File: config.mk
export PLATFORM = sky130hd
export DESIGN_NAME = control_unit
export DESIGN_NICKNAME = d
export VERILOG_FILES = /design/src/source/cu_pkg.sv /design/src/source/control_outputs.sv /design/src/source/control_unit.sv /design/src/source/instr_decoder.sv /design/src/source/main_fsm.sv
export VERILOG_INCLUDE_DIRS = /design/src /design/src/source
export SDC_FILE = /design/constraint.sdc
export NUM_CORES = 1
export LEC_CHECK = 0
export BUFFER_PORTS_ARGS = -buffer_cell sky130_fd_sc_hd__buf_2
export CAP_MARGIN = 25
export CORE_MARGIN = 2
export CORE_UTILIZATION = 55
export CTS_CLUSTER_SIZE = 10
export DETAILED_ROUTE_END_ITERATION = 8
export PLACE_DENSITY = 0.95
export SLEW_MARGIN = 10
export SYNTH_ARGS = -nofsm -noshare
export SYNTH_HDL_FRONTEND = slang
export SYNTH_HIERARCHICAL = 1
export SYNTH_SLANG_ARGS = --single-unit
File: constraint.sdc
create_clock -name clk -period 3.6 [get_ports clk]
set_input_delay 0.9 -clock clk [delete_from_list [all_inputs] [get_ports clk]]
set_output_delay 0.9 -clock clk [all_outputs]
set_load 0.02 [all_outputs]
File: src/source/cu_cfg.svh
`ifndef CU_CFG_SVH
`define CU_CFG_SVH

// Width of the primary opcode field, instruction bits 31:26
`define CU_OPCODE_W 6

// Width of the R-type function field, instruction bits 5:0
`define CU_FUNCT_W 6

// Width of the ALU operation select driven to the datapath
`define CU_ALU_CTRL_W 4

// Every defined instruction spends this many cycles from FETCH to DONE.
// The sequencer checks it and the testbench counts against it
`define CU_CYCLES_PER_INSTR 5

`endif

File: src/source/cu_pkg.sv
`include "cu_cfg.svh"

package cu_pkg;

    // Primary opcodes kept by this control unit
    typedef enum logic [`CU_OPCODE_W-1:0] {
        OP_RTYPE = 6'h00,
        OP_J     = 6'h02,
        OP_BEQ   = 6'h04,
        OP_BNE   = 6'h05,
        OP_ADDI  = 6'h08,
        OP_SLTI  = 6'h0A,
        OP_ANDI  = 6'h0C,
        OP_ORI   = 6'h0D,
        OP_LUI   = 6'h0F,
        OP_LW    = 6'h23,
        OP_SW    = 6'h2B
    } opcode_e;

    // Function codes that qualify OP_RTYPE
    typedef enum logic [`CU_FUNCT_W-1:0] {
        FN_JR  = 6'h08,
        FN_ADD = 6'h20,
        FN_SUB = 6'h22,
        FN_AND = 6'h24,
        FN_OR  = 6'h25,
        FN_SLT = 6'h2A
    } funct_e;

    // Coarse instruction class, the only thing the sequencer branches on
    typedef enum logic [2:0] {
        CLASS_ALU,
        CLASS_LOAD,
        CLASS_STORE,
        CLASS_BEQ,
        CLASS_BNE,
        CLASS_JUMP,
        CLASS_ILLEGAL
    } instr_class_e;

    // Multicycle sequencer states.
    // The code 4'hF is unused and treated as out of range
    typedef enum logic [3:0] {
        S_IDLE,
        S_FETCH,
        S_DECODE,
        S_EXECUTE,
        S_WRITE_BACK,
        S_MEM_ADDR,
        S_STORE,
        S_LOAD,
        S_BRANCH_ADDR,
        S_COMPARE_EQ,
        S_COMPARE_NE,
        S_JUMP,
        S_JUMP_SETTLE,
        S_DONE,
        S_UNDEFINED
    } state_e;

    // ALU operation codes, as the datapath ALU decodes them
    typedef enum logic [`CU_ALU_CTRL_W-1:0] {
        ALU_AND = 4'd0,
        ALU_SUB = 4'd1,
        ALU_ADD = 4'd2,
        ALU_OR  = 4'd3,
        ALU_SLT = 4'd4,
        ALU_LUI = 4'd5
    } alu_op_e;

    // Second ALU operand select: register, constant four, immediate, immediate << 2
    typedef enum logic [1:0] {
        SRC_B_REG          = 2'd0,
        SRC_B_FOUR         = 2'd1,
        SRC_B_IMM          = 2'd2,
        SRC_B_IMM_SHIFTED  = 2'd3
    } alu_src_b_e;

    // Register file write address select
    typedef enum logic {
        DST_RT,
        DST_RD
    } reg_dst_e;

    // Register file write data select
    typedef enum logic {
        WB_ALU,
        WB_MEM
    } wb_sel_e;

    // Next PC select
    typedef enum logic [1:0] {
        PC_SRC_ALU,
        PC_SRC_ALU_OUT,
        PC_SRC_JUMP,
        PC_SRC_JR
    } pc_src_e;

endpackage

File: src/source/control_outputs.sv
`timescale 1ns/1ps

module control_outputs
    import cu_pkg::*;
(
    input  state_e     state,
    input  alu_op_e    exec_alu_op,
    input  alu_src_b_e exec_src_b,
    input  reg_dst_e   dest_reg,
    input  logic       jump_register,
    input  logic       zero,
    output logic       pc_en,
    output logic       mem_write,
    output logic       reg_write,
    output logic       branch,
    output logic       illegal_instr,
    output alu_op_e    alu_control,
    output alu_src_b_e alu_src_b,
    output reg_dst_e   reg_dst,
    output wb_sel_e    mem_to_reg,
    output pc_src_e    pc_src
);

    // Unconditional PC update, requested in FETCH and JUMP
    logic pc_write;

    // Every output starts inactive and each state raises only what it needs.
    // The states not listed here (IDLE, DECODE, JUMP_SETTLE, DONE) keep the defaults
    always_comb
    begin
        pc_write      = 1'b0;
        mem_write     = 1'b0;
        reg_write     = 1'b0;
        branch        = 1'b0;
        illegal_instr = 1'b0;
        alu_control   = ALU_ADD;
        alu_src_b     = SRC_B_REG;
        reg_dst       = DST_RT;
        mem_to_reg    = WB_ALU;
        pc_src        = PC_SRC_ALU;

        case (state)
            S_FETCH:
            begin
                // PC + 4 through the ALU, written straight back into the PC
                pc_write  = 1'b1;
                alu_src_b = SRC_B_FOUR;
                alu_control = ALU_ADD;
                pc_src    = PC_SRC_ALU;
            end
            S_EXECUTE:
            begin
                // Operation and operand B come from the instruction decoder
                alu_control = exec_alu_op;
                alu_src_b   = exec_src_b;
            end
            S_WRITE_BACK:
            begin
                reg_write  = 1'b1;
                reg_dst    = dest_reg;
                mem_to_reg = WB_ALU;
            end
            S_MEM_ADDR:
            begin
                // Base register plus sign extended offset
                alu_src_b   = SRC_B_IMM;
                alu_control = ALU_ADD;
            end
            S_STORE:
            begin
                mem_write = 1'b1;
            end
            S_LOAD:
            begin
                reg_write  = 1'b1;
                reg_dst    = DST_RT;
                mem_to_reg = WB_MEM;
            end
            S_BRANCH_ADDR:
            begin
                // Target is PC + 4 plus the word offset, kept in ALU out
                alu_src_b   = SRC_B_IMM_SHIFTED;
                alu_control = ALU_ADD;
            end
            S_COMPARE_EQ:
            begin
                // rs - rt sets zero when the registers match
                alu_control = ALU_SUB;
                pc_src      = PC_SRC_ALU_OUT;
                branch      = zero;
            end
            S_COMPARE_NE:
            begin
                alu_control = ALU_SUB;
                pc_src      = PC_SRC_ALU_OUT;
                branch      = ~zero;
            end
            S_JUMP:
            begin
                pc_write = 1'b1;
                if (jump_register)
                begin
                    pc_src = PC_SRC_JR;
                end
                else
                begin
                    pc_src = PC_SRC_JUMP;
                end
            end
            S_UNDEFINED:
            begin
                illegal_instr = 1'b1;
            end
            default:
            begin
                pc_write = 1'b0;
            end
        endcase
    end

    // A taken branch loads the PC just like an unconditional write
    assign pc_en = pc_write | branch;

    // The register file and the data memory are never written in the same cycle
    always_comb
    begin
        a_no_dual_write: assert final (!(mem_write && reg_write));
    end

    // The ALU flag may move the PC only while a compare is in progress
    always_comb
    begin
        a_branch_in_compare: assert final
            (!branch || state inside {S_COMPARE_EQ, S_COMPARE_NE});
    end

endmodule

File: src/source/control_unit.sv
`timescale 1ns/1ps

module control_unit
    import cu_pkg::*;
(
    input  logic       clk,
    input  logic       reset,
    input  opcode_e    opcode,
    input  funct_e     funct,
    input  logic       zero,
    output logic       pc_en,
    output logic       mem_write,
    output logic       reg_write,
    output logic       branch,
    output logic       illegal_instr,
    output alu_op_e    alu_control,
    output alu_src_b_e alu_src_b,
    output reg_dst_e   reg_dst,
    output wb_sel_e    mem_to_reg,
    output pc_src_e    pc_src
);

    // Decoded instruction fields, stable for the whole instruction
    instr_class_e instr_class;
    alu_op_e      exec_alu_op;
    alu_src_b_e   exec_src_b;
    reg_dst_e     dest_reg;
    logic         jump_register;

    // Current sequencer state
    state_e       state;

    instr_decoder instr_decoder_i (
        .opcode        (opcode),
        .funct         (funct),
        .instr_class   (instr_class),
        .exec_alu_op   (exec_alu_op),
        .exec_src_b    (exec_src_b),
        .dest_reg      (dest_reg),
        .jump_register (jump_register)
    );

    main_fsm main_fsm_i (
        .clk         (clk),
        .reset       (reset),
        .instr_class (instr_class),
        .state       (state)
    );

    // All datapath controls are decoded from the state in one place
    control_outputs control_outputs_i (
        .state         (state),
        .exec_alu_op   (exec_alu_op),
        .exec_src_b    (exec_src_b),
        .dest_reg      (dest_reg),
        .jump_register (jump_register),
        .zero          (zero),
        .pc_en         (pc_en),
        .mem_write     (mem_write),
        .reg_write     (reg_write),
        .branch        (branch),
        .illegal_instr (illegal_instr),
        .alu_control   (alu_control),
        .alu_src_b     (alu_src_b),
        .reg_dst       (reg_dst),
        .mem_to_reg    (mem_to_reg),
        .pc_src        (pc_src)
    );

endmodule

File: src/source/instr_decoder.sv
`timescale 1ns/1ps

module instr_decoder
    import cu_pkg::*;
(
    input  opcode_e      opcode,
    input  funct_e       funct,
    output instr_class_e instr_class,
    output alu_op_e      exec_alu_op,
    output alu_src_b_e   exec_src_b,
    output reg_dst_e     dest_reg,
    output logic         jump_register
);

    // Pure lookup of the instruction fields.
    // The opcode and funct are held stable by the datapath for the whole
    // instruction, so the outputs stay valid from FETCH through DONE
    always_comb
    begin
        // Defaults describe an instruction that needs no ALU help of its own
        instr_class   = CLASS_ILLEGAL;
        exec_alu_op   = ALU_ADD;
        exec_src_b    = SRC_B_REG;
        dest_reg      = DST_RT;
        jump_register = 1'b0;

        case (opcode)
            OP_RTYPE:
            begin
                // Register operands on both ALU inputs, result goes to rd
                exec_src_b = SRC_B_REG;
                dest_reg   = DST_RD;
                case (funct)
                    FN_ADD:
                    begin
                        instr_class = CLASS_ALU;
                        exec_alu_op = ALU_ADD;
                    end
                    FN_SUB:
                    begin
                        instr_class = CLASS_ALU;
                        exec_alu_op = ALU_SUB;
                    end
                    FN_AND:
                    begin
                        instr_class = CLASS_ALU;
                        exec_alu_op = ALU_AND;
                    end
                    FN_OR:
                    begin
                        instr_class = CLASS_ALU;
                        exec_alu_op = ALU_OR;
                    end
                    FN_SLT:
                    begin
                        instr_class = CLASS_ALU;
                        exec_alu_op = ALU_SLT;
                    end
                    FN_JR:
                    begin
                        // jr shares the jump path, the PC comes from rs
                        instr_class   = CLASS_JUMP;
                        jump_register = 1'b1;
                    end
                    default:
                    begin
                        instr_class = CLASS_ILLEGAL;
                    end
                endcase
            end
            // Immediate arithmetic writes rt and takes the immediate as operand B
            OP_ADDI, OP_SLTI, OP_ANDI, OP_ORI, OP_LUI:
            begin
                instr_class = CLASS_ALU;
                exec_src_b  = SRC_B_IMM;
                dest_reg    = DST_RT;
                case (opcode)
                    OP_SLTI: exec_alu_op = ALU_SLT;
                    OP_ANDI: exec_alu_op = ALU_AND;
                    OP_ORI:  exec_alu_op = ALU_OR;
                    OP_LUI:  exec_alu_op = ALU_LUI;
                    default: exec_alu_op = ALU_ADD;
                endcase
            end
            OP_LW:
            begin
                instr_class = CLASS_LOAD;
            end
            OP_SW:
            begin
                instr_class = CLASS_STORE;
            end
            OP_BEQ:
            begin
                instr_class = CLASS_BEQ;
            end
            OP_BNE:
            begin
                instr_class = CLASS_BNE;
            end
            OP_J:
            begin
                instr_class = CLASS_JUMP;
            end
            default:
            begin
                instr_class = CLASS_ILLEGAL;
            end
        endcase
    end

endmodule

File: src/source/main_fsm.sv
`timescale 1ns/1ps

`include "cu_cfg.svh"

module main_fsm
    import cu_pkg::*;
(
    input  logic         clk,
    input  logic         reset,
    input  instr_class_e instr_class,
    output state_e       state
);

    state_e next_state;

    // Sequencer transitions.
    // Every legal path is five states long, counted from FETCH to DONE
    always_comb
    begin
        next_state = S_IDLE;
        case (state)
            S_IDLE:        next_state = S_FETCH;
            S_FETCH:       next_state = S_DECODE;
            S_DECODE:
            begin
                // The decoder class picks the third state of the sequence
                case (instr_class)
                    CLASS_ALU:              next_state = S_EXECUTE;
                    CLASS_LOAD, CLASS_STORE: next_state = S_MEM_ADDR;
                    CLASS_BEQ, CLASS_BNE:   next_state = S_BRANCH_ADDR;
                    CLASS_JUMP:             next_state = S_JUMP;
                    default:                next_state = S_UNDEFINED;
                endcase
            end
            S_EXECUTE:     next_state = S_WRITE_BACK;
            S_WRITE_BACK:  next_state = S_DONE;
            S_MEM_ADDR:
            begin
                if (instr_class == CLASS_STORE)
                begin
                    next_state = S_STORE;
                end
                else
                begin
                    next_state = S_LOAD;
                end
            end
            S_STORE:       next_state = S_DONE;
            S_LOAD:        next_state = S_DONE;
            S_BRANCH_ADDR:
            begin
                // Equal and not-equal compares differ only in the branch sense
                if (instr_class == CLASS_BEQ)
                begin
                    next_state = S_COMPARE_EQ;
                end
                else
                begin
                    next_state = S_COMPARE_NE;
                end
            end
            S_COMPARE_EQ:  next_state = S_DONE;
            S_COMPARE_NE:  next_state = S_DONE;
            // One extra cycle lets the new PC reach the instruction memory
            S_JUMP:        next_state = S_JUMP_SETTLE;
            S_JUMP_SETTLE: next_state = S_DONE;
            S_DONE:        next_state = S_FETCH;
            // An undefined instruction leaves through IDLE
            S_UNDEFINED:   next_state = S_IDLE;
            default:       next_state = S_IDLE;
        endcase
    end

    always_ff @(posedge clk or negedge reset)
    begin
        if (!reset)
        begin
            state <= S_IDLE;
        end
        else
        begin
            state <= next_state;
        end
    end

    // The unused encoding 4'hF must never be reached
    a_state_in_range: assert property (@(posedge clk) disable iff (!reset)
        !$isunknown(state) && state <= S_UNDEFINED);

    // Decode always follows fetch, whatever the instruction turns out to be
    a_fetch_then_decode: assert property (@(posedge clk) disable iff (!reset)
        state == S_FETCH |=> state == S_DECODE);

    // Instruction length bound, relaxed only on the illegal path
    a_fetch_recurs: assert property (@(posedge clk) disable iff (!reset)
        state == S_FETCH |->
            ##[1:`CU_CYCLES_PER_INSTR] (state inside {S_FETCH, S_UNDEFINED}));

endmodule

Word-level counts from Yosys, hierarchy flattened

Cells that the tools add are included.

Bits in registers: 4
Bits in latches: 0
Memory bits (writable): 0
Bits in read-only memories: 0
Output and inout port bits: 15
Memories kept: 0

Add/subtract/negate cells: 0
Multiply operators: 0
Divide/modulo/power cells: 0
Order comparisons: 0
Equal/unequal tests: 35
Shifts and indexed selects: 0
Muxes and demuxes: 24
Bitwise logic cells: 2
Reduce and logical (&&, ||, !) cells: 12

Operators with widths:

| operator                                                              | count |
|---|---|
| 6-bit equality test, second input constant                            | 7 |
| 6-bit by 4-bit equality test with 1-bit output, second input constant | 6 |
| 4-bit one-hot mux with 8 select lines                                 | 1 |
| 4-bit equality test, second input constant                            | 7 |
| 3-bit one-hot mux with 4 select lines                                 | 2 |
| 3-bit one-hot mux with 7 select lines                                 | 1 |
| 4-bit by 3-bit equality test with 1-bit output, second input constant | 4 |
| 4-bit one-hot mux with 2 select lines                                 | 2 |
| 4-bit one-hot mux with 4 select lines                                 | 1 |
| 6-bit by 3-bit equality test with 1-bit output, second input constant | 2 |
| 2-bit OR reduction                                                    | 6 |
| 1-bit two-way mux                                                     | 11 |
| 5-bit OR reduction                                                    | 2 |
| 4-bit by 2-bit equality test with 1-bit output, second input constant | 2 |
| 2-bit one-hot mux with 4 select lines                                 | 1 |
| 3-bit by 2-bit equality test with 1-bit output, second input constant | 2 |
| 3-bit equality test, second input constant                            | 2 |
| 6-bit by 2-bit equality test with 1-bit output, second input constant | 1 |
| 6-bit logical NOT                                                     | 1 |
| 3-bit one-hot mux with 2 select lines                                 | 1 |
| 6-bit OR reduction                                                    | 1 |
| 4-bit by 1-bit equality test with 1-bit output, second input constant | 1 |
| 4-bit logical NOT                                                     | 1 |
| 2-bit two-way mux                                                     | 2 |
| other kinds (6)                                                       | 6 |

Longest topological paths before layout

Depth after elaboration: 8
Gate-level depth with buffers: 9
Mapped depth without buffers: 8

Modules after synthesis

Netlist, hierarchy kept.

By module, submodules not included:

| module          | instances | cells each | area an instance (um^2) | sequential area each (um^2) |
|---|---|---|---|---|
| instr_decoder   | 1         | 59         | 350.3                   | 0.0 |
| main_fsm        | 1         | 38         | 302.8                   | 100.1 |
| control_outputs | 1         | 39         | 295.3                   | 0.0 |

Least setup slack after synthesis

Ideal clock, no wire load.

Path type: input-to-output
Start: in opcode[0]
End: out alu_control[0]
Data arrival time: 2.428 ns
Required time: 2.700 ns
Path slack: 0.272 ns
Stages on the path: 6
Path buffers: 1
Cell sequence: buf_2 > nor2_1 > nand4_1 > o32ai_1 > inv_1 > o41ai_1

Word-level cells in the longest chain between the ends: 4

Ends and longest elaborated chain:

| item                                                                               | RTL line                                 | RTL |
|---|---|---|
| start: declaration                                                                 | control_unit.sv:8                        | `input opcode_e opcode,` |
| 6-bit by 4-bit equality test with 1-bit output (on tied branches)                  | instr_decoder.sv:27, instr_decoder.sv:77 |  |
| 3-bit one-hot mux with 4 select lines / 5-bit OR reduction (equally long branches) | instr_decoder.sv:77, instr_decoder.sv:27 |  |
| 4-bit one-hot mux with 2 select lines *                                            | instr_decoder.sv:27                      | `case (opcode)` |
| named net exec_alu_op[0]                                                           | control_unit.sv:25                       | `alu_op_e exec_alu_op;` |
| 4-bit one-hot mux with 2 select lines *                                            | control_outputs.sv:42                    | `case (state)` |
| end: declaration                                                                   | control_unit.sv:16                       | `output alu_op_e alu_control,` |

Mark *: on every way through the listed nets, which the timed path passes. The rest lies on a longest branch.

Final worst setup path

Start: in opcode[5]
End: out alu_control[1]

Same word-level chain as after synthesis.

==> flow_metrics.tcl <==
set metrics [dict create \
    synth_top_area_share_pct 10.6 \
    p_leak_uw 0.000459 \
    cts_made_buffers 3 \
    sequentialPowerShare_pct 28.1 \
    synth_edf_count 0 \
    arrival_ns 2.33 \
    stdcell_count 173 \
    skew_ns 0.00227 \
    synth_seq_area_share_pct 10.6 \
    fp.dieH_microns 45.5 \
    drt_first_iter_violations 15 \
    path_max_fanout 7 \
    grt_max_degree 23 \
    grt_overflow 0 \
    fin_total_pwr_uw 664 \
    reg_top3 "main_fsm_i/state (4)" \
    tightest_slew_ns 0.655 \
    largest_register_ff_count 4 \
    wirelength_mm 2.18 \
    pin_count 30 \
    outcome "complete, no violations" \
    maxCapViolCount 0 \
    routedWlPerCell_microns 12.6 \
    cts_tree "done" \
    antenna_left 0 \
    drive_gt1_share_pct 25.6 \
    ys_warn_count 6 \
    fmax_mhz 310 \
    via_count 1032 \
    fin_setup_tns_ns 0 \
    gp_congestion 0.890 \
    vias_per_cell 5.97 \
    syn-cell-area_sq_um 948 \
    hpwl_mm 1.68 \
    dpl.cell_count 170 \
    cts_post_setup_buffers_inserted 0 \
    first_global_vias 837 \
    slew_headroom_pct 56.3 \
    synth_cell_types 47 \
    start_util_pct 56.8 \
    powerDensity_nw_per_um2 629 \
    drt_first_pass_iters 4 \
    synth_top_cell_by_area "dfrtp_1" \
    synth_seq_cells 4 \
    cts_buffer_depth 2 \
    irDropWorstVdd_uv 297 \
    global_route.usage.total_pct 21.2 \
    antenna_found_initial 0 \
    avgSynthCellArea_sq_um 6.97 \
    htree_levels 1 \
    core_sq_um 1670 \
    grt_first_pass_wirelength_mm 3.37 \
    required_ns 2.70 \
    fp.dieArea_sq_um 2070 \
    period_share_pct 89.7 \
    diodes 0 \
    root_buffer "clkbuf_4" \
    rows 15 \
    cts.clk_slew.worst_paths_ns 0.04 \
    dp_slack_ns 0.388 \
    p_clk_share_pct 8.7 \
    regMostFlops "main_fsm_i/state" \
    synthCells 136 \
    fin_util_pct 63.1 \
    finalHoldViolCount 0 \
    cts_resized 0 \
    critPathKind "in -> out" \
    clock_latency_ns 0.24 \
    period_needed_ns 3.23 \
    fin_nets 173 \
    ys.flop_type "dfrtp_1" \
    swShare_pct 56.0 \
    p_sw_uw 372 \
    finalMaxSlewViolations 0 \
    drc_errors 0 \
    setup_ws_ns 0.369 \
    io_buffers 28 \
    fill_cells 151 \
    cp-start-kind "input pin" \
    async_reset_ff_share_pct 100 \
    setup_viol 0 \
    p_comb_share_pct 63.2 \
    clock-sinks 4 \
    r2r_cells 4 \
    synthTopCellsByArea "dfrtp_1 (11%), nor2_1 (6.3%), a21oi_1 (5.3%), nand2_1 (5.1%), nand2b_1 (4.6%)" \
    die_width_microns 45.5 \
    rsz0062_at_grt "no" \
    cts_hold_buf 0 \
    p_int_uw 292 \
    holdCritPathClass "in -> async" \
    syn_to_final_growth_pct 11.2 \
    cp-end-kind "output pin" \
]
## power groups by stage
stage	logic (uW)	registers [uW]	clock network, uW
after global placement	405	180	0
after global routing	459	195	64.0
final	420	186	57.6
after detailed placement	419	186	0
after CTS	420	184	60.0
after floorplan	435	98.1	0
## area by class of cell
class                           instances  area (sq um)  area share, %
Clock buffer                            3          22.5           2.14
Tap cell                               17          21.3           2.02
Inverter                                5          18.8           1.78
Timing Repair Buffer                   28           140           13.3
Sequential cell                         4           100           9.49
Multi-Input combinational cell        116           752           71.3
## worst paths after layout
check / startpoint / to / slack (ns)
max: opcode[5] / alu_control[1] / 0.37
min: reset / main_fsm_i/state[3] / 0.46
max reg2reg: main_fsm_i/state[0] / main_fsm_i/state[0] / 1.88
min reg2reg: main_fsm_i/state[2] / main_fsm_i/state[2] / 0.84
max in group asynchronous: reset / main_fsm_i/state[2] / 3.02
min in group clk: main_fsm_i/state[2] / main_fsm_i/state[2] / 0.84
## metrics by stage
| stage | hold WS (ns) | cell area [sq um] |
|---|---|---|
| floorplan | 0.584 | 952 |
| global placement | 0.702 | 1030 |
| detailed placement | 0.705 | 1030 |
| CTS | 0.452 | 1050 |
| global route | 0.450 | 1050 |
| finish | 0.461 | 1050 |
## per-layer routing
layer  GRT usage, %  up-vias  share of wire (%)
met5              0        -                  0
met4           1.76        0                  0
met3           4.76        0                5.7
met2           37.2       36                 49
met1           27.1      465                 45
li1               -      531                  -
## synthesized netlist by cell type, drive strengths merged, types with 3 or more instances
cell type / count
nor2: 16
nand2: 13
a21oi: 10
buf: 8
nand2b: 8
nor2b: 6
o21ai: 6
a211oi: 5
inv: 5
clkbuf: 4
dfrtp: 4
nor3b: 4
o22ai: 4
a31oi: 3
and2b: 3
nand3: 3
nor3: 3
or3: 3
## cells by family (layout without fill, tap and decap cells)
logic type             after synthesis  after routing  share of synthesized area, %
AND/OR/NAND/NOR                     72             72                          47.5
buffers and inverters               17             36                          10.6
flip-flops                           4              4                          10.6
AO/OA/AOI/OAI                       37             37                          26.1
XOR/XNOR                             3              3                          2.77
multiplexers                         2              2                          2.11
other                                1              2                         0.395
## placed cells by master, fill, tap and decap left out, drive strengths merged, types with 4 or more instances in the layout
master	n
nor2	16
o22ai	4
nor2b	6
buf	28
a21oi	10
nor3b	4
inv	5
nand2b	8
a211oi	5
nand2	13
dfrtp	4
o21ai	6
## worst max-delay path, cell delays in order
cell     delay, ns
buf_2         0.14
nor2_1        0.21
nand2_1       0.12
or3_1         0.38
o22ai_1       0.18
nor4_1        0.08
a21oi_1       0.15
buf_2         0.18
No activity file was read; power rests on OpenSTA's default activity.
